[config.mk]
export PLATFORM = sky130hd
export DESIGN_NAME = lsp_frame_decoder
export DESIGN_NICKNAME = d
export VERILOG_FILES = /design/src/design/lsp_az_pkg.sv /design/src/design/lsp_frame_decoder.sv
export VERILOG_INCLUDE_DIRS = /design/src /design/src/design
export SDC_FILE = /design/constraint.sdc
export NUM_CORES = 1
export LEC_CHECK = 0
export BUFFER_PORTS_ARGS = -buffer_cell sky130_fd_sc_hd__buf_2
export CAP_MARGIN = 15
export CORE_ASPECT_RATIO = 0.8
export CORE_UTILIZATION = 52
export DETAILED_ROUTE_END_ITERATION = 10
export PLACE_DENSITY_LB_ADDON = 0.05
export SLEW_MARGIN = 20
export SYNTH_ARGS = -nofsm -noshare
export SYNTH_HDL_FRONTEND = slang
export SYNTH_SLANG_ARGS = --single-unit
[constraint.sdc]
create_clock -name clock -period 13.85 [get_ports clock]
set_input_delay 2.77 -clock clock [delete_from_list [all_inputs] [get_ports clock]]
set_output_delay 2.77 -clock clock [all_outputs]
set_load 0.05 [all_outputs]
[src/design/lsp_az_defines.svh]
`ifndef LSP_AZ_DEFINES_SVH
`define LSP_AZ_DEFINES_SVH

// LPC order, ten LSPs per frame and eleven coefficients out
`define LSP_AZ_ORDER 10

// Order of each of the two LSP polynomials
`define LSP_AZ_HALF 5

// LSP cosines in Q15, coefficients in Q12
`define LSP_AZ_LSP_W 16

// Polynomial words in Q24
`define LSP_AZ_POL_W 32

// Q24 to Q12 with one extra halving from the f1/f2 fold
`define LSP_AZ_SHIFT 13

`endif

[src/design/lsp_az_pkg.sv]
`include "lsp_az_defines.svh"

package lsp_az_pkg;

	typedef logic signed [`LSP_AZ_LSP_W-1:0] lsp_word_t;
	typedef logic signed [`LSP_AZ_POL_W-1:0] pol_word_t;

	// Pair k carries LSP 2k in the low half and LSP 2k+1 in the high half
	typedef struct packed {
		lsp_word_t odd;
		lsp_word_t even;
	} lsp_pair_t;

	typedef union packed {
		lsp_word_t [`LSP_AZ_ORDER-1:0] lsp;
		lsp_pair_t [`LSP_AZ_HALF-1:0]  pair;
	} lsp_frame_u;

	typedef lsp_word_t [`LSP_AZ_HALF-1:0] lsp_half_t;
	typedef pol_word_t [`LSP_AZ_HALF:0]   pol_array_t;
	typedef lsp_word_t [`LSP_AZ_ORDER:0]  az_frame_t;

	localparam pol_word_t POL_MAX = {1'b0, {(`LSP_AZ_POL_W-1){1'b1}}};
	localparam pol_word_t POL_MIN = {1'b1, {(`LSP_AZ_POL_W-1){1'b0}}};

	// Clamp a one-bit-wide sum back to 32 bits, as L_add and L_sub do
	function automatic pol_word_t sat_pol(input logic signed [`LSP_AZ_POL_W:0] s);
		if (s[`LSP_AZ_POL_W] == s[`LSP_AZ_POL_W-1])
			return s[`LSP_AZ_POL_W-1:0];
		else if (s[`LSP_AZ_POL_W])
			return POL_MIN;
		else
			return POL_MAX;
	endfunction

	function automatic pol_word_t sat_add(input pol_word_t a, input pol_word_t b);
		logic signed [`LSP_AZ_POL_W:0] s;
		s = a + b;
		return sat_pol(s);
	endfunction

	function automatic pol_word_t sat_sub(input pol_word_t a, input pol_word_t b);
		logic signed [`LSP_AZ_POL_W:0] s;
		s = a - b;
		return sat_pol(s);
	endfunction

endpackage

[src/design/lsp_frame_decoder.sv]
`timescale 1ns/1ns
`include "lsp_az_defines.svh"

module lsp_frame_decoder (
	input  logic                   clock,
	input  logic                   reset,
	input  logic                   in_req,
	input  lsp_az_pkg::lsp_frame_u in_frame,
	output logic                   in_ack,
	output logic                   pol_start,
	output lsp_az_pkg::lsp_half_t  even_lsp,
	output lsp_az_pkg::lsp_half_t  odd_lsp,
	input  logic                   f1_done,
	input  logic                   f2_done,
	input  logic                   comb_idle,
	output logic                   comb_go
);
	import lsp_az_pkg::*;

	lsp_frame_u hold;
	lsp_frame_u src;
	lsp_half_t  even_next;
	lsp_half_t  odd_next;
	logic       have_frame;
	logic       building;
	logic       f1_seen;
	logic       f2_seen;
	logic       take;
	logic       can_start;
	logic       launch;

	// New frame accepted only when the holding slot is empty
	assign take      = in_req && !in_ack && !have_frame;
	assign can_start = !building && comb_idle;
	assign launch    = can_start && (have_frame || take);

	// Straight from the port when the builders are free, else from the slot
	assign src = have_frame ? hold : in_frame;

	always_comb begin
		for (int k = 0; k < `LSP_AZ_HALF; k++) begin
			even_next[k] = src.pair[k].even;
			odd_next[k]  = src.pair[k].odd;
		end
	end

	//////////////////////////////////////////////////////////////////////
	// Handshake and builder sequencing
	//////////////////////////////////////////////////////////////////////

	always_ff @(posedge clock) begin
		if (reset) begin
			in_ack     <= 1'b0;
			have_frame <= 1'b0;
			building   <= 1'b0;
			pol_start  <= 1'b0;
			comb_go    <= 1'b0;
			f1_seen    <= 1'b0;
			f2_seen    <= 1'b0;
		end else begin
			pol_start <= launch;
			comb_go   <= 1'b0;

			if (take)
				in_ack <= 1'b1;
			else if (in_ack && !in_req)
				in_ack <= 1'b0;

			if (launch) begin
				have_frame <= 1'b0;
				building   <= 1'b1;
			end else if (take) begin
				have_frame <= 1'b1;
			end

			if (f1_done)
				f1_seen <= 1'b1;
			if (f2_done)
				f2_seen <= 1'b1;

			// Both polynomials ready, hand them to the combiner
			if (building && f1_seen && f2_seen && comb_idle) begin
				comb_go  <= 1'b1;
				building <= 1'b0;
				f1_seen  <= 1'b0;
				f2_seen  <= 1'b0;
			end
		end
	end

	always_ff @(posedge clock) begin
		if (take)
			hold <= in_frame;
		if (launch) begin
			even_lsp <= even_next;
			odd_lsp  <= odd_next;
		end
	end

endmodule

Word-level counts from Yosys, hierarchy flattened:

Index checks and enable logic that the tools add are counted.

* multiplexer cells: 4
* reduce and logical (&&, ||, !) cells: 16

Operators with widths (number)
* 160-bit two-way mux: 1
* 1-bit logical AND: 8
* 1-bit logical NOT: 4
* 2-bit OR reduction: 2
* 1-bit two-way mux: 3
* 2-bit nonzero test: 1
* 1-bit logical OR: 1

* flip-flop bits (word level): 327
* bits of input ports: 166
* logic and storage cells: 38

Longest topological paths before layout:

* depth in word-level cells: 6
* depth in mapped cells: 4
* mapped depth without buffers: 3

Worst setup path before layout:

No wires, ideal clock.

* kind: input to register
* from: in in_req
* to: reg hold[0] (netlist bit) (enable)
* library setup time: 700 ps
* arrival time: 9971 ps
* required time: 13150 ps
* setup slack: 3180 ps
* stages: 2
* buffers on the path: 0
* path through: nor2b_1 > nor2b_1

* cells in the longest elaborated chain, start to end: 2

Ends and longest elaborated chain
* start: declaration: RTL line lsp_frame_decoder.sv:7 `input logic in_req,`
* 1-bit logical AND (2 in series): RTL line lsp_frame_decoder.sv:33 `assign take = in_req && !in_ack && !have_frame;`
* net take: RTL line lsp_frame_decoder.sv:28 `logic take;`
* end signal: assignment: RTL line lsp_frame_decoder.sv:93 `hold <= in_frame;`
* end: declaration: RTL line lsp_frame_decoder.sv:20 `lsp_frame_u hold;`

The timed path passes the listed nets, and every way through them passes these cells.
A chain may end at the register's enable or synchronous reset.

Final worst setup path:

* from: in comb_idle
* to: reg odd_lsp[20] (netlist bit) (enable)

* cells in the longest elaborated chain, start to end: 2

Ends and longest elaborated chain
* start: declaration: RTL line lsp_frame_decoder.sv:15 `input logic comb_idle,`
* 1-bit logical AND: RTL line lsp_frame_decoder.sv:34 `assign can_start = !building && comb_idle;`
* 1-bit logical AND: RTL line lsp_frame_decoder.sv:35 `assign launch = can_start && (have_frame || take);`
* net launch: RTL line lsp_frame_decoder.sv:30 `logic launch;`
* end signal: assignment: RTL line lsp_frame_decoder.sv:96 `odd_lsp <= odd_next;`
* end: declaration: RTL line lsp_frame_decoder.sv:12 `output lsp_az_pkg::lsp_half_t odd_lsp,`

The timed path passes the listed nets, and every way through them passes these cells.

==> metrics.yaml <==
outcome: "finished, final reports clean"
worst_pin_slew_ps: 1070
finalMaxSlewViolations: 0
rr_startpoint: "have_frame$_SDFFE_PP0P_"
slew_headroom: 0.288
drt-pass1-iter-count: 4
grt_max_degree: 94
core-area_um2: 22400
clk_latency_ps: 490
die_w_um: 171
dieArea_um2: 23500
period_needed_ps: 4850
post_cts_resized: 0
cts_htree_levels: 2
cp.required_ps: 13950
hold_path_depth: 2
cts.clk_slew.worst_paths_ps: 60
ir_worst_vdd_uv: 104
die_y_um: 137
gp_congestion: 0.805
wl_um: 23500
finish.utilization: 0.663
crit_type: "in -> reg"
gr-total-overflow: 0
fin_nets: 1043
start_util: 0.530
hold_path_class: "reg -> reg"
drt_iter0_markers: 436
rsz0062_at_grt: "false"
io_pins: 329
end_kind: "register"
syn_area_per_cell_um2: 22.6
seq_area_frac_synth: 0.820
dp_hpwl_um: 15500
r2r_cells: 3
grt_pass1_wl_um: 33700
place_area_um2: 13700
crit_path_max_fanout: 93
cellLeakagePower_nw: 5.57
start_kind: "input pin"
areaGrowthSynthToFinish_pct: 25.1
rrSetupSlack_ps: 10580
numCtsBuffers: 34
cts-root-buf: "clkbuf_16"
grt_usage: 0.192
netlist_area_um2: 11900
ys_ff_latch: 327
finalHoldViolCount: 0
antenna_found_initial: 9
tritoncts: "yes"
synthArstFlopShare: 0
critPathArrivalTime_ps: 4950
hold_end: "building$_SDFFE_PP0P_"
synth_top_area_cell: "edfxtp_1"
max_freq_ghz: 0.206
tns_ps: 0
grt_pass1_vias: 6101
ys_warn_count: 0
postCtsSetupBuffers: 0
syn_inst: 525
fin_area_um2: 14900
wire_per_inst_um: 19.4
syn_nets: 691
num_vias: 6158
ant_nets: 0
routed_via_density: 5.08
synth_edf_count: 320
cts_buffer_depth: 3
fin_worst_skew_ps: 10.6
ys_types: 16
post-route-period-util: 0.350
min_from: "building$_SDFFE_PP0P_"
cts.hold.buffers_added: 0
worstReg2RegEnd: "odd_lsp[20]$_DFFE_PP_"
synthTopCellsByCount: "320 x edfxtp_1, 160 x mux2_2, 11 x clkbuf_8, 7 x buf_6, 7 x dfxtp_1"
cts_sinks: 327
drive_above_1_share: 0.604
rows: 49
synth.most_common_cell: "edfxtp_1"
io_buffers: 328
fill_cells: 1595
synth_area_leaders: "edfxtp_1 81%, mux2_2 15%, clkbuf_8 1.3%"
drc_errors: 0
finalSetupViolCount: 0
synthFlopType: "edfxtp_1"
synth_top_area_frac: 0.808
power_density_nw_per_um2: 156
maxCapViolations: 0
power_w: 0.00232
## worst max-delay path: stages
cell and delay [ps]:
buf_2 110, nor2b_1 180, o21ai_0 230, inv_6 680
buf_4 810
## flip-flops by register name (all words and copies together), names as in the netlist
signal      cells
in_ack          1
pol_start       1
comb_go         1
even_lsp       80
odd_lsp        80
f2_seen         1
building        1
hold          160
have_frame      1
f1_seen         1
## placed cells by master (no fill, tap or decap)
cell	n
clkbuf_16	37
dfxtp_4	1
nor2b_4	1
o21ai_0	1
nor3_1	4
mux2_2	160
nor2b_1	4
nor3b_1	1
diode_2	7
dfxtp_1	6
nand2b_1	1
nand2_1	1
buf_2	328
nand3_1	1
edfxtp_1	320
buf_4	5
clkinvlp_4	1
and4_1	1
bufinv_16	3
a21oi_1	1
clkinv_2	5
buf_16	1
inv_6	1
nor2_1	3
clkinv_1	6
clkbuf_1	6
## worst max-delay path by stage
| stage | startpoint | to | depth (start not counted) |
|---|---|---|---|
| 3_5_place_dp | in_req | hold[33]$_DFFE_PP_ | 5 |
| 4_1_cts | in_req | hold[74]$_DFFE_PP_ | 5 |
| 3_3_place_gp | in_req | hold[33]$_DFFE_PP_ | 5 |
| 2_1_floorplan | in_req | hold[0]$_DFFE_PP_ | 2 |
| 6_report | comb_idle | odd_lsp[20]$_DFFE_PP_ | 5 |
| 5_1_grt | comb_idle | odd_lsp[20]$_DFFE_PP_ | 5 |
## stage by stage
step           std cells  setup slack, ps  hold slack, ps
2_1_floorplan        525             3180             447
3_3_place_gp        1146             8420             461
3_5_place_dp        1146             8310             478
4_1_cts             1204             8840             486
5_1_grt             1209             8830             512
6_report            1212             9000             488
## logic make-up after synthesis
kind of cell    count (synthesis)  synth area share
buf+inv                        19            0.0197
flops                         327             0.820
mux                           160             0.152
compound gates                  2          0.000841
simple gates                   17           0.00789
## per-layer routing
metal  global-route usage  vias up  routed length, um
met1                0.236     3036               9320
met2                0.310      258              11300
met4               0.0680        4                467
met5                    0        -                 23
met3               0.0767       41               2440
li1                     -     2819                  -
## area by class of cell
cell class | instances | area, um^2 | share of cell area
Inverter | 1 | 8.76 | 0.000589
Antenna cell | 7 | 17.5 | 0.00118
Multi-Input combinational cell | 179 | 1910 | 0.129
Sequential cell | 327 | 9750 | 0.656
Clock inverter | 15 | 145 | 0.00976
Clock buffer | 43 | 948 | 0.0638
Tap cell | 306 | 383 | 0.0257
Timing Repair Buffer | 334 | 1710 | 0.115
## where the power goes
part           total, W  switching [W]  leakage, nW  internal, W
logic          0.000247       0.000173         1.96    0.0000746
registers       0.00118      0.0000181         3.07      0.00117
clock network  0.000887       0.000349        0.535     0.000538
No activity file was read; power rests on OpenSTA's default activity.
