File: src/design/lsp_az_defines.svh
`ifndef LSP_AZ_DEFINES_SVH
`define LSP_AZ_DEFINES_SVH

// LPC order, ten LSPs per frame and eleven coefficients out
`define LSP_AZ_ORDER 10

// Order of each of the two LSP polynomials
`define LSP_AZ_HALF 5

// LSP cosines in Q15, coefficients in Q12
`define LSP_AZ_LSP_W 16

// Polynomial words in Q24
`define LSP_AZ_POL_W 32

// Q24 to Q12 with one extra halving from the f1/f2 fold
`define LSP_AZ_SHIFT 13

`endif

File: src/design/lsp_az_pkg.sv
`include "lsp_az_defines.svh"

package lsp_az_pkg;

	typedef logic signed [`LSP_AZ_LSP_W-1:0] lsp_word_t;
	typedef logic signed [`LSP_AZ_POL_W-1:0] pol_word_t;

	// Pair k carries LSP 2k in the low half and LSP 2k+1 in the high half
	typedef struct packed {
		lsp_word_t odd;
		lsp_word_t even;
	} lsp_pair_t;

	typedef union packed {
		lsp_word_t [`LSP_AZ_ORDER-1:0] lsp;
		lsp_pair_t [`LSP_AZ_HALF-1:0]  pair;
	} lsp_frame_u;

	typedef lsp_word_t [`LSP_AZ_HALF-1:0] lsp_half_t;
	typedef pol_word_t [`LSP_AZ_HALF:0]   pol_array_t;
	typedef lsp_word_t [`LSP_AZ_ORDER:0]  az_frame_t;

	localparam pol_word_t POL_MAX = {1'b0, {(`LSP_AZ_POL_W-1){1'b1}}};
	localparam pol_word_t POL_MIN = {1'b1, {(`LSP_AZ_POL_W-1){1'b0}}};

	// Clamp a one-bit-wide sum back to 32 bits, as L_add and L_sub do
	function automatic pol_word_t sat_pol(input logic signed [`LSP_AZ_POL_W:0] s);
		if (s[`LSP_AZ_POL_W] == s[`LSP_AZ_POL_W-1])
			return s[`LSP_AZ_POL_W-1:0];
		else if (s[`LSP_AZ_POL_W])
			return POL_MIN;
		else
			return POL_MAX;
	endfunction

	function automatic pol_word_t sat_add(input pol_word_t a, input pol_word_t b);
		logic signed [`LSP_AZ_POL_W:0] s;
		s = a + b;
		return sat_pol(s);
	endfunction

	function automatic pol_word_t sat_sub(input pol_word_t a, input pol_word_t b);
		logic signed [`LSP_AZ_POL_W:0] s;
		s = a - b;
		return sat_pol(s);
	endfunction

endpackage

File: src/design/lsp_pol_builder.sv
`timescale 1ns/1ns
`include "lsp_az_defines.svh"

module lsp_pol_builder (
	input  logic                   clock,
	input  logic                   reset,
	input  logic                   start,
	input  lsp_az_pkg::lsp_half_t  lsp,
	output logic                   done,
	output lsp_az_pkg::pol_array_t pol
);
	import lsp_az_pkg::*;

	// 1.0 in Q24
	localparam pol_word_t ONE_Q24 = 1 << 24;
	localparam lsp_word_t LSP_MIN = {1'b1, {(`LSP_AZ_LSP_W-1){1'b0}}};

	logic       busy;
	logic       first;
	logic [1:0] phase;
	logic [2:0] i;
	logic [2:0] k;
	logic       msu_step;
	lsp_word_t  n;
	lsp_word_t  hi;
	lsp_word_t  lo;
	pol_word_t  x;
	pol_word_t  base;
	pol_word_t  p_hi;
	pol_word_t  p_lo;
	pol_word_t  t0;

	function automatic pol_word_t shl1_sat(input pol_word_t v);
		if (v[`LSP_AZ_POL_W-1] != v[`LSP_AZ_POL_W-2])
			return v[`LSP_AZ_POL_W-1] ? POL_MIN : POL_MAX;
		return v <<< 1;
	endfunction

	// Init step and the closing f[1] update both subtract lsp*1024
	assign msu_step = first || (k == 3'd1);
	assign n        = first ? lsp[0] : lsp[i-1];

	// L_Extract of f[k-1]
	assign x  = pol[k-1];
	assign hi = x[`LSP_AZ_POL_W-1:16];
	assign lo = {1'b0, x[15:1]};

	// First update of f[i] starts from the copy of f[i-2]
	assign base = (k == i) ? pol[i-2] : pol[k];

	//////////////////////////////////////////////////////////////////////
	// Step sequencer, three cycles per step
	//////////////////////////////////////////////////////////////////////

	always_ff @(posedge clock) begin
		if (reset) begin
			busy  <= 1'b0;
			done  <= 1'b0;
			first <= 1'b0;
			phase <= 2'd0;
			i     <= 3'd2;
			k     <= 3'd2;
		end else begin
			done <= 1'b0;
			if (start) begin
				busy  <= 1'b1;
				first <= 1'b1;
				phase <= 2'd0;
				i     <= 3'd2;
				k     <= 3'd2;
			end else if (busy) begin
				if (phase != 2'd2) begin
					phase <= phase + 2'd1;
				end else begin
					phase <= 2'd0;
					if (first) begin
						first <= 1'b0;
					end else if (k != 3'd1) begin
						k <= k - 3'd1;
					end else if (i == 3'(`LSP_AZ_HALF)) begin
						busy <= 1'b0;
						done <= 1'b1;
					end else begin
						i <= i + 3'd1;
						k <= i + 3'd1;
					end
				end
			end
		end
	end

	//////////////////////////////////////////////////////////////////////
	// Datapath: products, then Mpy_32_16 sum, then write back
	//////////////////////////////////////////////////////////////////////

	always_ff @(posedge clock) begin
		if (busy) begin
			case (phase)
				2'd0: begin
					// L_mult saturates only on -1 * -1
					if (hi == LSP_MIN && n == LSP_MIN)
						p_hi <= POL_MAX;
					else
						p_hi <= (pol_word_t'(hi) * pol_word_t'(n)) <<< 1;
					p_lo <= (pol_word_t'(lo) * pol_word_t'(n)) >>> 15;
				end
				2'd1: begin
					if (msu_step)
						t0 <= pol_word_t'(n) <<< 10;
					else
						t0 <= shl1_sat(sat_add(p_hi, p_lo <<< 1));
				end
				default: begin
					if (first) begin
						pol[0] <= ONE_Q24;
						pol[1] <= sat_sub('0, t0);
						for (int j = 2; j <= `LSP_AZ_HALF; j++)
							pol[j] <= '0;
					end else if (k == 3'd1) begin
						pol[1] <= sat_sub(pol[1], t0);
					end else begin
						pol[k] <= sat_sub(sat_add(base, pol[k-2]), t0);
					end
				end
			endcase
		end
	end

endmodule

File: config.mk
export PLATFORM = sky130hd
export DESIGN_NAME = lsp_pol_builder
export DESIGN_NICKNAME = d
export VERILOG_FILES = /design/src/design/lsp_az_pkg.sv /design/src/design/lsp_pol_builder.sv
export VERILOG_INCLUDE_DIRS = /design/src /design/src/design
export SDC_FILE = /design/constraint.sdc
export NUM_CORES = 2
export LEC_CHECK = 0
export CORE_ASPECT_RATIO = 1.4
export CORE_MARGIN = 1.5
export CORE_UTILIZATION = 65
export CTS_CLUSTER_DIAMETER = 200
export CTS_CLUSTER_SIZE = 24
export DETAILED_ROUTE_END_ITERATION = 7
export DONT_BUFFER_PORTS = 1
export PLACE_DENSITY_LB_ADDON = 0.12
export SKIP_CTS_REPAIR_TIMING = 1
export SLEW_MARGIN = 10
export SYNTH_ARGS = -nofsm -noshare
export SYNTH_HDL_FRONTEND = slang
export SYNTH_SLANG_ARGS = --single-unit
export TNS_END_PERCENT = 10
File: constraint.sdc
create_clock -name clock -period 16.9 [get_ports clock]
set_clock_uncertainty 0.05 [all_clocks]
set_input_delay 1.69 -clock clock [delete_from_list [all_inputs] [get_ports clock]]
set_output_delay 1.69 -clock clock [all_outputs]
set_load 0.02 [all_outputs]
* Word level (Yosys, flattened, before mapping)
Index checks and enable logic that the tools add are counted.
** Cells by class
- Add/subtract/negate cells :: 12
- Multiply operators :: 2
- Div/mod/pow operators :: 0
- $lt $le $gt $ge :: 6
- Eq/ne operators :: 17
- Shifts and indexed selects :: 0
- Muxes and demuxes :: 62
- Bitwise logic cells :: 7
- Reduce and logical (&&, ||, !) cells :: 16
** Operators by type and width (number)
- 2-to-1 mux 32 bit :: 33
- binary-select mux 32 bit (select 3 bit) :: 4
- bitwise mux 192 bit :: 1
- < comparator 32 x 4 -> 1 bit, second input constant :: 4
- 2-to-1 mux 128 bit :: 1
- demux 32 bit (select 3 bit) :: 1
- subtractor 32 x 32 -> 33 bit :: 2
- 2-to-1 mux 64 bit :: 1
- binary-select mux 16 bit (select 3 bit) :: 1
- adder 32 x 18 -> 33 bit :: 1
- adder 32 x 32 -> 33 bit :: 1
- subtractor 1 x 32 -> 33 bit, first input constant :: 1
- equality test 16 bit, second input constant :: 2
- multiplier 16 x 16 -> 32 bit :: 1
- 2-to-1 mux 16 bit :: 2
- multiplier 16 x 16 -> 31 bit :: 1
- 2-to-1 mux 1 bit :: 15
- != test 2 bit, second input constant :: 4
- AND reduction 2 bit :: 4
- subtractor 3 x 1 -> 4 bit, second input constant :: 2
- subtractor 3 x 2 -> 4 bit, second input constant :: 2
- inverter 1 bit :: 7
- 2-to-1 mux 3 bit :: 2
- OR reduction 2 bit :: 3
- 21 further kinds :: 26
** Word-level totals
- Flip-flop bits (word level) :: 284
- Latch bits :: 0
- Memory bits (writable) :: 0
- Bits in read-only memories :: 0
- Output and inout port bits :: 193
- Word-level logic and storage cells :: 140
- Memories :: 0

* Longest topological paths before layout
- Depth in word-level cells :: 21
- Depth in mapped cells :: 39
- Mapped depth without buffers :: 30

* Worst setup path after synthesis
Ideal clock, no wire load.
- Kind :: reg2reg
- Start point :: register k[0]
- End point :: register p_lo[16] (netlist name)
- Setup time :: 0.260 ns
- Arrival :: 9.665 ns
- Data required time :: 16.590 ns
- Setup slack :: 6.925 ns
- Stages on the path, launching flop included :: 40
- Period minus slack after synthesis :: 9.975 ns
- Cell sequence :: dfxtp_1 buf_2 buf_4 buf_4 buf_4 buf_1 buf_2 inv_1 ha_1 buf_2 buf_1 buf_1 clkbuf_1 mux4_2 nand2_1 o31ai_1 clkbuf_1 nand2_1 [4 not listed] fa_1 inv_1 fa_1 inv_1 fa_1 fa_1 inv_1 ha_1 a21o_1 a21o_1 a21o_1 a21o_1 a21oi_1 o31ai_4 a221oi_1 o41a_1 o21bai_1 xnor2_1
** On the way
- Word-level cells in the longest chain between the ends :: 4
** Ends and longest elaborated chain
- start, declared :: line lsp_pol_builder.sv:22 : logic [2:0] k;
- start signal, assigned :: line lsp_pol_builder.sv:79 : k <= k - 3'd1;
- start signal, assigned :: line lsp_pol_builder.sv:85 : k <= i + 3'd1;
- subtractor 3 x 1 -> 4 bit :: line lsp_pol_builder.sv:44 : assign x = pol[k-1];
- binary-select mux 32 bit (select 3 bit) :: line lsp_pol_builder.sv:44
- 2-to-1 mux 32 bit (implied by the code) :: line lsp_pol_builder.sv:44
- multiplier 16 x 16 -> 32 bit :: line lsp_pol_builder.sv:105 : p_lo <= (pol_word_t'(lo) * pol_word_t'(n)) >>> 15;
No other way between the ends. The select of a mux whose other input is x is not followed.
A chain may end at the register's enable or synchronous reset.

* Worst setup path after layout
- Start point :: register k[0]
- End point :: register pol[114] in the netlist's numbering, data pin
** On the way
- Word-level cells in the longest chain between the ends :: 19
** Ends and longest elaborated chain
- subtractor 3 x 2 -> 4 bit or binary-select mux 32 bit (select 3 bit) (tied branches) :: line lsp_pol_builder.sv:122, lsp_pol_builder.sv:49
- binary-select mux 32 bit (select 3 bit) or 2-to-1 mux 32 bit (tied branches) :: line lsp_pol_builder.sv:122, lsp_pol_builder.sv:49
- 2-to-1 mux 32 bit (on tied branches) :: line lsp_pol_builder.sv:122, lsp_pol_builder.sv:49
- adder 32 x 32 -> 33 bit :: line lsp_az_pkg.sv:38 : s = a + b;
- 2-to-1 mux 32 bit or equality test 1 bit (tied branches) :: line lsp_az_pkg.sv:30, lsp_az_pkg.sv:28
- 2-to-1 mux 32 bit :: line lsp_az_pkg.sv:28 : if (s[`LSP_AZ_POL_W] == s[`LSP_AZ_POL_W-1])
- 2-to-1 mux 32 bit :: line lsp_pol_builder.sv:119 : end else if (k == 3'd1) begin
- 2-to-1 mux 32 bit :: line lsp_pol_builder.sv:114 : if (first) begin
- [3 not listed]
- 2-to-1 mux 32 bit or equality test 1 bit (tied branches) :: line lsp_az_pkg.sv:30, lsp_az_pkg.sv:28
- 2-to-1 mux 32 bit :: line lsp_az_pkg.sv:28
- 2-to-1 mux 32 bit :: line lsp_pol_builder.sv:119
- 2-to-1 mux 32 bit :: line lsp_pol_builder.sv:114
- 2-to-1 mux 32 bit :: line lsp_pol_builder.sv:98 : case (phase)
- 2-to-1 mux 32 bit :: line lsp_pol_builder.sv:97 : if (busy) begin
- bitwise mux 192 bit * :: line lsp_pol_builder.sv:122 : pol[k] <= sat_sub(sat_add(base, pol[k-2]), t0);
- 2-to-1 mux 128 bit * :: line lsp_pol_builder.sv:119
- end signal, assigned by index :: line lsp_pol_builder.sv:122
- end, declared :: line lsp_pol_builder.sv:10 : output lsp_az_pkg::pol_array_t pol
Mark *: on every way between the ends. The rest lies on a longest branch, timed or not. The select of a mux whose other input is x is not followed.

==> summary.txt <==
Drt
  • DRT iter0 DRCs: 4798
  • Residual DRC: 0
  • Via/cell ratio: 7.112
  • Detailed Routing Iterations Pass 1: 7
  • Vias: 39290
  • Routed wire length: 165200 um
  • Antenna Nets Post-Route: 0
  • DR WL/cell: 29.91 um

Yosys
  • Mean Syn Cell Area: 9.073 um^2
  • Syn Nets: 5689
  • Synth cell count leaders: 586 x inv_1, 578 x nand2_1, 439 x fa_1
  • Yosys warns: 0
  • Post-synth top area share: 20.04%
  • Asr flop ratio synth: 0%
  • Synth Flop Type: edfxtp_1
  • Seq/Total Area, Yosys: 19.20%
  • Most common cell in the netlist: inv_1
  • Unique cell type count in the Yosys netlist: 88
  • Synth top area cells: fa_1 20%, edfxtp_1 19%, ha_1 9.5%, mux4_2 5.7%, inv_1 5.0%
  • Synthesized area: 43850 um^2
  • Post-synth EDFFs: 273
  • FF+latch count, synth: 284
  • Synth Instances: 4833
  • Yosys top cell by area: fa_1

Critical path
  • CP top delay family: compound AO/OA/AOI/OAI gates
  • Worst setup path class: reg -> reg
  • Worst R2R Setup Slack: 5.59 ns
  • Max stage delay cell, worst path: a21boi_1
  • Most common cell on crit path: a211oi_1
  • Crit-path max FO: 111
  • Worst reg2reg path depth: 30
  • Reg-to-Reg End: pol[114]
  • Worst R2R Start: k[0]
  • Crit path arrival time: 11.66 ns
  • Data required time of the worst path: 17.25 ns
  • CP bufs+invs: 3
  • Crit. End Element: flip-flop
  • CP startpoint kind: flip-flop
  • CP max stage delay: 0.98 ns

Clocking
  • CTS Buf Count: 15
  • Num Clock Sinks: 284
  • Clk_lat worst skew: 0.57 ns
  • Clk slew on worst S/H paths: 0.12 ns
  • Max clock buf depth: 3
  • Max H-tree Level: 1
  • CTS root buf: clkbuf_16
  • CTS tree: done

Hold path
  • Worst hold path endpoint: busy
  • HP Start: busy
  • Hold crit path type: reg -> reg
  • Cells on Worst Hold Path: 2

Placed design
  • HPWL Detailed: 124000 um
  • IO buf count: 0
  • Placed cells: 5494
  • RD Place Congestion: 1.120
  • Dpl ws: 5.993 ns

Power and ir drop
  • Clk pwr share: 5.8%
  • NetSw: 3.644 mW
  • Pwr Density: 159.8 nW/um^2
  • Switching share of power: 50.53%
  • Int Power: 3.568 mW
  • Peak supply drop: 345.6 uV
  • Sequential share of power: 15.8%
  • Gate power share: 78.4%
  • Leakage Power: 19.37 nW

STA
  • RSZ-0062 raised after global routing: false
  • # setup viols final: 0
  • Final period utilization: 66.92%
  • Worst-margin pin slew: 1.478 ns
  • Crit path time final: 11.31 ns
  • Max_slew headroom: 1.470%
  • Fmax: 88.42 MHz
  • Fin Setup TNS: 0 ns
  • Final hold vios: 0
  • Setup ws final: 5.591 ns
  • Final Max Tran Viols: 0

Floorplan
  • Die footprint: 69050 um^2
  • Initial Util: 65.74%
  • Die Y: 310.3 um
  • Core footprint: 66700 um^2
  • Cell Rows: 112
  • IO Pins: 276
  • Die Wd: 222.5 um

Layout
  • Fraction of layout cells with a size suffix above 1: 7.658%
  • Final cell count without fillers: 5524
  • Final Net Count: 5513
  • Synthesis-to-finish area growth: 2.910%

Run status
  • Status: completed

Flow run
  • Max cap viols: 0

Global routing
  • Largest net degree at the start of global routing: 112
  • Vias in the first global route: 38550
  • Overflow after GRT: 0
  • Initial antenna violation count: 11
  • First-pass GRT wire length: 241800 um
  • GRT Total Usage: 47.63%
[area by class of cell]
cell class / count / area (um^2)
clock inverter: 1 / 8.758
inverter: 587 / 2203
fill: 5507 / 21580
sequential: 284 / 8438
tap: 855 / 1070
multi-input combinational: 3682 / 32310
timing repair buffer: 87 / 665.6
antenna: 7 / 17.52
clock buffer: 21 / 419.2
[layout by cell type, fill, tap and decap left out, drive strengths merged, types with 71 or more instances in the layout]
| master | count |
|---|---|
| a211oi | 118 |
| a21o | 80 |
| a21oi | 234 |
| a221oi | 75 |
| and2 | 71 |
| buf | 87 |
| edfxtp | 273 |
| fa | 439 |
| ha | 334 |
| inv | 587 |
| mux2i | 98 |
| mux4 | 111 |
| nand2 | 579 |
| nor2 | 417 |
| o21a | 74 |
| o21ai | 259 |
| xnor2 | 134 |
[worst max-delay path by stage]
stage	to	startpoint	slack, ns	cells after the start
3_3_place_gp	pol[45]	k[0]	6.28	31
3_5_place_dp	pol[45]	k[0]	5.99	31
2_1_floorplan	p_lo[16]	k[0]	6.92	39
5_1_grt	pol[178]	k[0]	4.79	30
6_report	pol[114]	k[0]	5.59	30
4_1_cts	pol[29]	k[0]	5.93	28
[per-layer routing]
| metal | vias to the layer above | global-route usage (%) | routed length [um] |
|---|---|---|---|
| met5 | - | 0.7013 | 75 |
| met4 | 10 | 48.73 | 21520 |
| met3 | 1081 | 15.77 | 20830 |
| met2 | 2876 | 75.55 | 73590 |
| met1 | 18880 | 48.46 | 49210 |
| li1 | 16440 | - | - |
[power groups by stage]
stage / clock network (mW) / logic (mW) / registers, mW
after floorplan: 0 / 3.98 / 1.13
after global placement: 0 / 5.28 / 1.15
after detailed placement: 0 / 5.42 / 1.15
after CTS: 0.416 / 5.46 / 1.13
after global routing: 0.433 / 6.18 / 1.14
final: 0.420 / 5.66 / 1.14
[flip-flops by register name, summed over array words and instances (netlist names)]
name,flops
i,3
busy,1
phase,2
t0,32
p_lo,17
done,1
k,3
first,1
p_hi,32
pol,192
[metrics by stage]
step	power, mW	hold WS (ns)	util [%]	cell area (um^2)
after global placement	6.432	0.4698	66.97	44670
after floorplan	5.110	0.4374	-	43850
final	7.211	0.4959	67.65	45130
after CTS	7.013	0.4932	67.61	45100
after detailed placement	6.573	0.4767	66.97	44670
after global routing	7.750	0.5501	67.64	45120
[cells by family (layout without fill, tap and decap cells)]
group           after synthesis  after routing  synth area share (%)
compound gates             1121           1121                 17.12
flops                       284            284                 19.20
other cells                   0              7                     0
fa+ha+maj                   784            784                 29.82
xor+xnor                    180            180                 3.638
mux                         272            272                 9.555
buf+inv                     867            696                 7.601
simple gates               1325           1325                 13.06
[worst min-delay path: cells and delay by family, from the launching register on]
kind / cells / cell delay (ns)
flip-flops: 1 / 0.35
AO/OA/AOI/OAI: 1 / 0.13
AND/OR/NAND/NOR: 1 / 0.04
Note: power is estimated with default switching activity, not from simulation.
