## src/design/lsp_az_defines.svh

```systemverilog
`ifndef LSP_AZ_DEFINES_SVH
`define LSP_AZ_DEFINES_SVH

// LPC order, ten LSPs per frame and eleven coefficients out
`define LSP_AZ_ORDER 10

// Order of each of the two LSP polynomials
`define LSP_AZ_HALF 5

// LSP cosines in Q15, coefficients in Q12
`define LSP_AZ_LSP_W 16

// Polynomial words in Q24
`define LSP_AZ_POL_W 32

// Q24 to Q12 with one extra halving from the f1/f2 fold
`define LSP_AZ_SHIFT 13

`endif

```

## src/design/lsp_az_pkg.sv

```systemverilog
`include "lsp_az_defines.svh"

package lsp_az_pkg;

	typedef logic signed [`LSP_AZ_LSP_W-1:0] lsp_word_t;
	typedef logic signed [`LSP_AZ_POL_W-1:0] pol_word_t;

	// Pair k carries LSP 2k in the low half and LSP 2k+1 in the high half
	typedef struct packed {
		lsp_word_t odd;
		lsp_word_t even;
	} lsp_pair_t;

	typedef union packed {
		lsp_word_t [`LSP_AZ_ORDER-1:0] lsp;
		lsp_pair_t [`LSP_AZ_HALF-1:0]  pair;
	} lsp_frame_u;

	typedef lsp_word_t [`LSP_AZ_HALF-1:0] lsp_half_t;
	typedef pol_word_t [`LSP_AZ_HALF:0]   pol_array_t;
	typedef lsp_word_t [`LSP_AZ_ORDER:0]  az_frame_t;

	localparam pol_word_t POL_MAX = {1'b0, {(`LSP_AZ_POL_W-1){1'b1}}};
	localparam pol_word_t POL_MIN = {1'b1, {(`LSP_AZ_POL_W-1){1'b0}}};

	// Clamp a one-bit-wide sum back to 32 bits, as L_add and L_sub do
	function automatic pol_word_t sat_pol(input logic signed [`LSP_AZ_POL_W:0] s);
		if (s[`LSP_AZ_POL_W] == s[`LSP_AZ_POL_W-1])
			return s[`LSP_AZ_POL_W-1:0];
		else if (s[`LSP_AZ_POL_W])
			return POL_MIN;
		else
			return POL_MAX;
	endfunction

	function automatic pol_word_t sat_add(input pol_word_t a, input pol_word_t b);
		logic signed [`LSP_AZ_POL_W:0] s;
		s = a + b;
		return sat_pol(s);
	endfunction

	function automatic pol_word_t sat_sub(input pol_word_t a, input pol_word_t b);
		logic signed [`LSP_AZ_POL_W:0] s;
		s = a - b;
		return sat_pol(s);
	endfunction

endpackage

```

## src/design/az_result_port.sv

```systemverilog
`timescale 1ns/1ns

module az_result_port (
	input  logic                  clock,
	input  logic                  reset,
	input  logic                  load,
	input  lsp_az_pkg::az_frame_t az,
	output logic                  busy,
	output logic                  out_req,
	output lsp_az_pkg::az_frame_t out_frame,
	input  logic                  out_ack
);

	//////////////////////////////////////////////////////////////////////
	// Output four-phase handshake
	//////////////////////////////////////////////////////////////////////

	// busy covers the whole handshake, out_req only its first half
	always_ff @(posedge clock) begin
		if (reset) begin
			busy    <= 1'b0;
			out_req <= 1'b0;
		end else if (!busy) begin
			if (load) begin
				busy    <= 1'b1;
				out_req <= 1'b1;
			end
		end else if (out_req) begin
			if (out_ack)
				out_req <= 1'b0;
		end else if (!out_ack) begin
			// Sink has released ack, slot free again
			busy <= 1'b0;
		end
	end

	// Frame stays put from load until the slot is freed
	always_ff @(posedge clock) begin
		if (load && !busy)
			out_frame <= az;
	end

endmodule

```

## config.mk

```make
export PLATFORM = sky130hd
export DESIGN_NAME = az_result_port
export DESIGN_NICKNAME = d
export VERILOG_FILES = /design/src/design/lsp_az_pkg.sv /design/src/design/az_result_port.sv
export VERILOG_INCLUDE_DIRS = /design/src /design/src/design
export SDC_FILE = /design/constraint.sdc
export NUM_CORES = 1
export LEC_CHECK = 0
export ABC_AREA = 1
export BUFFER_PORTS_ARGS = -buffer_cell sky130_fd_sc_hd__buf_4
export CAP_MARGIN = 20
export CELL_PAD_IN_SITES_DETAIL_PLACEMENT = 1
export CELL_PAD_IN_SITES_GLOBAL_PLACEMENT = 1
export CORE_AREA = 2 2 139 141
export CTS_CLUSTER_SIZE = 8
export DETAILED_ROUTE_END_ITERATION = 16
export DIE_AREA = 0 0 141 143
export GPL_TIMING_DRIVEN = 0
export PLACE_DENSITY = 0.77
export SYNTH_ARGS = -nofsm -noshare
export SYNTH_HDL_FRONTEND = slang
export SYNTH_SLANG_ARGS = --single-unit
```

## constraint.sdc

```tcl
create_clock -name clock -period 6.3 [get_ports clock]
set_input_delay 0.945 -clock clock [delete_from_list [all_inputs] [get_ports clock]]
set_output_delay 0.945 -clock clock [all_outputs]
set_load 0.05 [all_outputs]
```

After elaboration in Yosys (flattened, before gate mapping)
Cells that the tools add are included.
- bits in registers: 178
- input port bits: 180
- word-level logic and storage cells: 24
- muxes and demuxes: 8
- reductions and logical operators: 3
- operator list (cell ; count):
    2-to-1 mux 1 bit ; 8
    nonzero test 2 bit ; 1
    logical AND 1 bit ; 1
    zero test 1 bit ; 1

Logic depth before layout (Yosys ltp)
Gate-level depths: netlist of the first run.
- depth in word-level cells: 3
- mapped depth: 3

Worst setup path before layout of the first run
OpenSTA, ideal clock, no wires.
- kind: input-to-reg
- start: input load
- end: register out_frame[0] (netlist bit), enable pin
- arrival time: 4399 ps
- stages: 2
- setup time: 529 ps
- path buffers: 0
- setup slack: 1372 ps
- cells stage by stage: nand2_2 > inv_1
- cells in the longest elaborated chain, start to end: 1
- RTL lines (element ; RTL line ; RTL):
    start, declared ; az_result_port.sv:6 ; input logic load,
    logical AND 1 bit ; az_result_port.sv:39 ; if (load && !busy)
    end signal, assigned ; az_result_port.sv:40 ; out_frame <= az;
    end, declared ; az_result_port.sv:10 ; output lsp_az_pkg::az_frame_t out_frame,
No other way between the ends.
A chain may end at the register's enable or synchronous reset.

Final worst setup path of the first run
- start: input load
- end: register out_frame[167] (netlist bit), enable pin
The elaborated chain is that of the path after synthesis.

==> results of run 1 <==
state kept, by name, summed over array words and instances (netlist names):
name	flops
out_req	1
busy	1
out_frame	176
metal layers:
layer	global-route usage	up-vias
li1	-	1506
met1	0.156	1587
met2	0.254	217
met3	0.0694	22
met4	0.0600	2
met5	0	-
worst register-to-register path, cell delays in order (launching register included):
cell	delay, ns
dfxtp_1	0.35
inv_2	0.06
nand2_2	0.08
inv_6	0.49
buf_16	0.46
worst min-delay path by stage:
stage | from | endpoint | cells after the start
after floorplan | out_req | out_req | 2
after global placement | out_req | out_req | 2
after detailed placement | out_req | out_req | 2
after CTS | out_req | out_req | 2
after global routing | out_req | out_req | 2
final | out_req | out_req | 2
cells by family (layout without fill, tap and decap cells):
logic type      count (synthesis)  after routing  synth area share
compound gates                  3              3           0.00280
buf+inv                         2            392           0.00140
simple gates                    3              3           0.00257
flops                         178            178             0.993
metrics by stage:
| stage | instance area [sq um] | util |
|---|---|---|
| after floorplan | 5360 | - |
| after global placement | 8330 | 0.449 |
| after detailed placement | 8370 | 0.450 |
| after CTS | 8940 | 0.481 |
| after global routing | 8940 | 0.481 |
| final | 8940 | 0.481 |
cells in the final DEF (no fill, tap or decap), drive strengths merged:
cell type | Yosys | layout
a21oi | 2 | 2
clkbuf | 0 | 19
clkinv | 0 | 4
dfxtp | 2 | 2
inv | 2 | 10
nand2 | 3 | 3
o21ai | 1 | 1
clkinvlp | 0 | 1
buf | 0 | 358
edfxtp | 176 | 176
power by group:
group	internal, W	total, W	switching [W]
Combinational	0.000157	0.000486	0.000329
Clock	0.000544	0.00103	0.000483
Sequential	0.00139	0.00141	0.0000231
Total	0.00209	0.00293	0.000835
cell type report:
cell class,instances,area (sq um)
timing repair buffer,358,2710
tap,234,293
clock buffer,19,453
sequential,178,5330
fill,1813,9640
multi-input combinational,6,28.8
clock inverter,13,119
inverter,2,12.5
==> metrics.md, run 1 <==
| Metric | Value |
|---|---|
| GRT Util Overall | `0.147` |
| Layout cells sized above 1 | `0.682` |
| DRC | `0` |
| Metal-1 WL | `5410 microns` |
| Number of CTS-inserted buffers | `17` |
| Metal3 WL | `1540 microns` |
| Post-CTS Hold Fix Bufs | `0` |
| R2r startpoint | `busy` |
| Core Area | `18600 sq um` |
| Top cells by instance count after synthesis | `176 x edfxtp_1, 2 x a21oi_1, 2 x dfxtp_1, 2 x nand2_1` |
| RSZ-0062 raised after global routing | `false` |
| Area grow syn2layout | `66.7%` |
| Lkg Pwr | `3.73 nW` |
| CP max stage cell | `inv_6` |
| Tmin final | `2.13 ns` |
| Mean Syn Cell Area | `28.8 sq um` |
| Worst reg-to-reg setup slack | `4.38 ns` |
| Peak fanout along the critical path | `102` |
| Critical Path End | `out_frame[167]` |
| Final antenna-violating net count | `0` |
| Crit-path cells | `buf_4 > nand2_2 > inv_6 > buf_16` |
| Placed cells | `778` |
| Worst Skew | `0.00906 ns` |
| Top Layer Used | `met5` |
| Reg2Reg Depth | `4` |
| Post-DR wirelength/cell | `19.0 microns` |
| First-pass GRT wire length | `21600 microns` |
| Relative slew margins | `0.528` |
| Area share of the largest cell type after synthesis | `0.986` |
| HPWL after DPL | `11800 microns` |
| Total of cells resized after clock tree synthesis | `0` |
| Clock buffer depth | `2` |
| WS Path Type | `in -> reg` |
| Overall power | `0.00293 W` |
| R2R Path End | `out_frame[167]` |
| Synth area leaders | `edfxtp_1 99%, dfxtp_1 0.75%, a21oi_1 0.19%` |
| Pwr dens | `328 nW/um^2` |
| Fraction of registers with async set/reset | `0` |
| FP Rows | `50` |
| Number of synthesized register bits | `178` |
| Top delay family on crit path | `buffers and inverters` |
| Worst-Margin Slew | `0.709 ns` |
| Final setup fails | `0` |
| Critical Path End Type | `flip-flop` |
| Sequential share of the synthesized area | `0.993` |
| Placer Congestion | `0.766` |
| Clock root buffer | `clkbuf_16` |
| DRT Pass-1 Iters | `6` |
| Min setup slack post-route | `4.17 ns` |
| Max incr delay on CP | `0.49 ns` |
| Worst Path Required | `6.35 ns` |
| Htree depth | `4` |
| Pre-CTS WS | `3.73 ns` |
| Clk sinks | `178` |
| Global route overflow | `0` |
| IO buf count | `357` |
| Post-CTS setup buffer count | `0` |
| F_max | `0.470 GHz` |
| Top-count cell post-synth | `edfxtp_1` |
| Die Y | `143 microns` |
| Worst Path Buf+Inv | `3` |
| Max-Cap Viols | `0` |
| Die area | `20200 sq um` |
| Met2 WL | `8100 microns` |
| Initial antenna violation count | `1` |
| Initial drt markers | `110` |
| YS warnings | `0` |
| CTS tree | `yes` |
| Mapped Cells | `186` |
| Netlist cell types | `8` |
| Avg Vias per Cell | `4.12` |
| Total Neg Setup Slack | `0 ns` |
| Num ports | `358` |
| Status | `complete, no violations` |
| Cell Count, Final, Fillers Out | `810` |
| Worst Path Arrival | `2.18 ns` |
| Yosys top cell by area | `edfxtp_1` |
| Via count | `3334` |
| EDFF count, synth | `176` |
| Final Hold Viols | `0` |
| Worst setup SP type | `primary input` |
| Final nets | `743` |
| Detailed Route WL | `15400 microns` |
| Tcrit/Tclk final | `0.338` |
| Crit path launch | `load` |
| Top_reg_cell synth | `edfxtp_1` |
| Diode count | `0` |
| Die width | `141 microns` |
| Clock Latency Late Sink | `0.41 ns` |
| Mapped Area | `5360 sq um` |
| Worst hold margin | `0.509 ns` |
| Stages on the worst setup path | `4` |
| Worst-case vdd ir drop | `0.194 mV` |
| Hold Crit Class | `reg -> reg` |
| Initial Utilization | `0.289` |
| Largest net degree at the start of global routing | `103` |
| Syn Nets | `366` |
| Clk slew on worst S/H paths | `0.07 ns` |
| Final Max Tran Viols | `0` |
| Vias in the first global route | `3723` |
(Power assumes the default switching activity.)
==> run 2: changes to the inputs <==
Clock period 6.3 ns to 2.1 ns, I/O delays scaled along.
==> metrics.md, run 2 (synthesis gave the netlist of run 1 again) <==
| Metric | Value |
|---|---|
| Status | `complete, no violations` |
| Clock root buffer | `clkbuf_16` |
| Die width | `141 microns` |
| Clock Latency Late Sink | `0.42 ns` |
| CP max stage cell | `clkinvlp_4` |
| Relative slew margins | `0.643` |
| Clk sinks | `178` |
| HPWL after DPL | `12100 microns` |
| Critical Path End Type | `flip-flop` |
| Initial antenna violation count | `0` |
| Post-CTS setup buffer count | `0` |
| Final nets | `746` |
| FP Rows | `50` |
| Largest regs | `out_frame x176, busy x1, out_req x1` |
| DRC | `0` |
| Tcrit/Tclk final | `0.864` |
| RSZ-0062 raised after global routing | `false` |
| Layout cells sized above 1 | `0.680` |
| Final antenna-violating net count | `0` |
| Crit-path cells | `inv_2 > nand2_4 > clkinvlp_4 > buf_12 > buf_12` |
| Diode count | `0` |
| Via count | `3383` |
| Worst-case vdd ir drop | `0.548 mV` |
| Pwr dens | `961 nW/um^2` |
| Die area | `20200 sq um` |
| Util after Layout | `0.482` |
| Largest net degree at the start of global routing | `51` |
| Peak fanout along the critical path | `50` |
| Vias in the first global route | `3736` |
| CTS tree | `yes` |
| Clk slew on worst S/H paths | `0.07 ns` |
| Total of cells resized after clock tree synthesis | `0` |
| Worst Path Arrival | `1.96 ns` |
| Initial drt markers | `139` |
| Global route overflow | `0` |
| First-pass GRT wire length | `21400 microns` |
| DRT Pass-1 Iters | `4` |
| Post-DR wirelength/cell | `18.7 microns` |
| Htree depth | `4` |
| Avg Vias per Cell | `4.16` |
| Most frequent CP cell | `buf_12` |
| Number of CTS-inserted buffers | `17` |
| Overall power | `0.00861 W` |
| Worst Skew | `0.0135 ns` |
| Lkg Pwr | `3.73 nW` |
| Area grow syn2layout | `67.2%` |
| Hold Crit Class | `in -> reg` |
| GRT Util Overall | `0.145` |
| Initial Utilization | `0.289` |
| Pre-CTS WS | `0.222 ns` |
| Num ports | `358` |
| Detailed Route WL | `15200 microns` |
| Worst hold margin | `0.0439 ns` |
| Total Neg Setup Slack | `0 ns` |
| Commonest non-fill, non-tap cell in the layout | `buf_4` |
| Top reg by flops | `out_frame` |
| IO buf count | `357` |
| Max incr delay on CP | `0.44 ns` |
| Commonest non-fill, non-tap cells in the layout | `357 x buf_4, 176 x edfxtp_1, 17 x clkbuf_16` |
| Min setup slack post-route | `0.286 ns` |
| Die Y | `143 microns` |
| F_max | `0.551 GHz` |
| Worst setup SP type | `flip-flop` |
| Final Hold Viols | `0` |
| Final setup fails | `0` |
| Max-Cap Viols | `0` |
| Placer Congestion | `0.783` |
| Worst Path Required | `2.25 ns` |
| WS Path Type | `reg -> reg` |
| Tmin final | `1.81 ns` |
| Largest register FFs | `176` |
| Post-CTS Hold Fix Bufs | `0` |
| Core Area | `18600 sq um` |
| Final Max Tran Viols | `0` |
| Clock buffer depth | `2` |
| Worst-Margin Slew | `0.534 ns` |
run 2: changes by cell type in the layout (fill, tap and decap cells not counted), sizes merged:
| cell | change |
|---|---|
| clkbuf | +1 |
| buf | +3 |
| inv | -4 |
| clkinvlp | +3 |
run 2: power breakdown:
group	internal, W	total [W]	leakage (nW)	switching [W]
Sequential	0.00417	0.00424	1.71	0.0000697
Combinational	0.000487	0.00147	1.77	0.000987
Clock	0.00154	0.00290	0.254	0.00136
run 2: stage by stage:
step,instances,area [sq um]
final,813,8960
after global routing,813,8960
after CTS,813,8960
after detailed placement,781,8430
after global placement,777,8350
after floorplan,186,5370
run 2: per-layer routing:
metal	part of all wire	up-vias	track usage
met2	0.55	200	0.262
met5	0	-	0
li1	-	1514	-
met3	0.090	14	0.0647
met1	0.35	1655	0.154
met4	0.013	0	0.0416
run 2: path summary, 6_finish.rpt:
kind | start | end | slack [ns] | depth (start not counted)
max | busy | out_frame[78] | 0.29 | 5
min | reset | busy | 0.04 | 2
max reg2reg | busy | out_frame[78] | 0.29 | 5
min reg2reg | out_req | out_req | 0.54 | 2
run 2: area by class of cell:
class | instances | area [sq um]
Clock buffer | 20 | 437
Tap cell | 234 | 293
Clock inverter | 12 | 100
Sequential cell | 178 | 5330
Timing Repair Buffer | 361 | 2760
Multi-Input combinational cell | 6 | 33.8
Fill cell | 1826 | 9620
Inverter | 2 | 11.3
run 2: critical path, delay by kind of cell, from the launching register on:
| kind | cells | cell delay (ns) |
|---|---|---|
| buffers and inverters | 4 | 1.06 |
| AND/OR/NAND/NOR | 1 | 0.07 |
| flip-flops | 1 | 0.37 |
==> run 3: changes to the inputs <==
Settings changed: PLACE_DENSITY 0.77 to unset, PLACE_DENSITY_LB_ADDON set to 0.1.
==> metrics.md, run 3 (synthesis gave the netlist of run 1 again) <==
| Metric | Value |
|---|---|
| Worst-case vdd ir drop | `0.526 mV` |
| Avg Vias per Cell | `4.14` |
| Layout cells sized above 1 | `0.674` |
| GRT Util Overall | `0.146` |
| Worst Path Required | `2.19 ns` |
| Num ports | `358` |
| Final antenna-violating net count | `0` |
| Switching Share | `0.264` |
| Vias in the first global route | `3561` |
| Largest register FFs | `176` |
| Final Max Tran Viols | `0` |
| Die area | `20200 sq um` |
| Logic pwr share | `0.169` |
| CP max stage cell | `dfxtp_4` |
| Initial antenna violation count | `0` |
| Worst Path Buf+Inv | `4` |
| Pwr dens | `969 nW/um^2` |
| Cell Count, Final, Fillers Out | `813` |
| HPWL after DPL | `11900 microns` |
| Total of cells resized after clock tree synthesis | `0` |
| Final setup fails | `0` |
| Clock root buffer | `clkbuf_16` |
| Die width | `141 microns` |
| Area grow syn2layout | `67.5%` |
| Final Hold Viols | `0` |
| Relative slew margins | `0.779` |
| Number of CTS-inserted buffers | `17` |
| Pint | `0.00640 W` |
| Commonest non-fill, non-tap cell in the layout | `buf_4` |
| Core Area | `18600 sq um` |
| WS Path Type | `reg -> reg` |
| Initial drt markers | `144` |
| Hold Crit Class | `in -> reg` |
| RSZ-0062 raised after global routing | `false` |
| Via count | `3369` |
| Top delay family on crit path | `buffers and inverters` |
| Peak fanout along the critical path | `45` |
| Critical Path End Type | `flip-flop` |
| Worst Path Arrival | `1.75 ns` |
| Most frequent CP cell | `buf_12` |
| Die Y | `143 microns` |
| Top reg by flops | `out_frame` |
| Placer Congestion | `0.759` |
| Clk pwr share | `0.344` |
| Met2 WL | `8450 microns` |
| Crit-path cells | `inv_2 > nand2_4 > clkinvlp_4 > buf_12 > buf_12` |
| Post-DR wirelength/cell | `18.6 microns` |
| DRC | `0` |
| Fillers | `1837` |
| Worst hold margin | `0.0553 ns` |
| DRT Pass-1 Iters | `4` |
| Max incr delay on CP | `0.36 ns` |
| Tmin final | `1.66 ns` |
| Metal3 WL | `1500 microns` |
| Area after DPL | `8430 sq um` |
| Clock Latency Late Sink | `0.42 ns` |
| Final nets | `746` |
| Largest net degree at the start of global routing | `46` |
| Clk sinks | `178` |
| Top Layer Used | `met4` |
| Global route overflow | `0` |
| Min setup slack post-route | `0.442 ns` |
| Metal-1 WL | `4800 microns` |
| Htree depth | `4` |
| Initial Utilization | `0.289` |
| Status | `complete, no violations` |
| Largest regs | `out_frame x176, busy x1, out_req x1` |
| IO buf count | `357` |
| Clock buffer depth | `2` |
| CTS tree | `yes` |
| Tcrit/Tclk final | `0.789` |
| Sequential power share | `0.487` |
| Post-CTS setup buffer count | `0` |
| Worst setup SP type | `flip-flop` |
| Detailed Route WL | `15100 microns` |
| Worst-Margin Slew | `0.330 ns` |
| F_max | `0.603 GHz` |
| Post-CTS Hold Fix Bufs | `0` |
| P_sw | `0.00230 W` |
| Pre-CTS WS | `0.411 ns` |
| Design area | `8980 sq um` |
| Placed cells | `781` |
| Worst Skew | `0.00723 ns` |
| FP Rows | `50` |
| Util after Layout | `0.483` |
| Lkg Pwr | `3.74 nW` |
| Commonest non-fill, non-tap cells in the layout | `357 x buf_4, 176 x edfxtp_1, 17 x clkbuf_16` |
| Clk slew on worst S/H paths | `0.06 ns` |
| Max-Cap Viols | `0` |
| Diode count | `0` |
| First-pass GRT wire length | `21100 microns` |
## run 3: cell types whose count changed in the layout (fill, tap and decap cells not counted), sizes merged
cell / change
clkinv: +4
inv: -4
bufinv: +2
clkinvlp: -2
## run 3: stage by stage
step                setup TNS, ns  total power [W]
floorplan                 -257.30          0.00516
global placement          -442.51          0.00579
detailed placement              0          0.00580
CTS                             0          0.00882
global route                    0          0.00902
finish                          0          0.00870
## run 3: power by group through the flow
stage	registers [W]	logic (W)	clock network, W
3_3_place_gp	0.00434	0.00145	0
4_1_cts	0.00424	0.00149	0.00309
5_1_grt	0.00425	0.00153	0.00324
3_5_place_dp	0.00431	0.00149	0
2_1_floorplan	0.00508	0.0000775	0
6_report	0.00424	0.00147	0.00299
## run 3: area by class of cell
cell class	count	area (sq um)	share of cell area
Sequential cell	178	5330	0.594
Timing Repair Buffer	361	2760	0.307
Clock buffer	20	437	0.0486
Tap cell	234	293	0.0326
Clock inverter	12	115	0.0128
Multi-Input combinational cell	6	33.8	0.00376
Inverter	2	11.3	0.00125
## run 3: worst register-to-register path, cell delays in order (launching register included)
cell,delay (ns)
dfxtp_4,0.36
inv_2,0.06
nand2_4,0.05
clkinvlp_4,0.25
buf_12,0.29
buf_12,0.30
## run 3: metal layers
metal / vias to the layer above / track usage
met5: - / 0
met4: 0 / 0.0684
met3: 24 / 0.0661
met2: 195 / 0.263
met1: 1637 / 0.143
li1: 1513 / -
## run 3: final timing paths
path,start,to,slack (ns),cells after the start
max reg2reg,busy,out_frame[137],0.44,5
min,reset,busy,0.06,2
max,busy,out_frame[137],0.44,5
min reg2reg,out_req,out_req,0.49,2
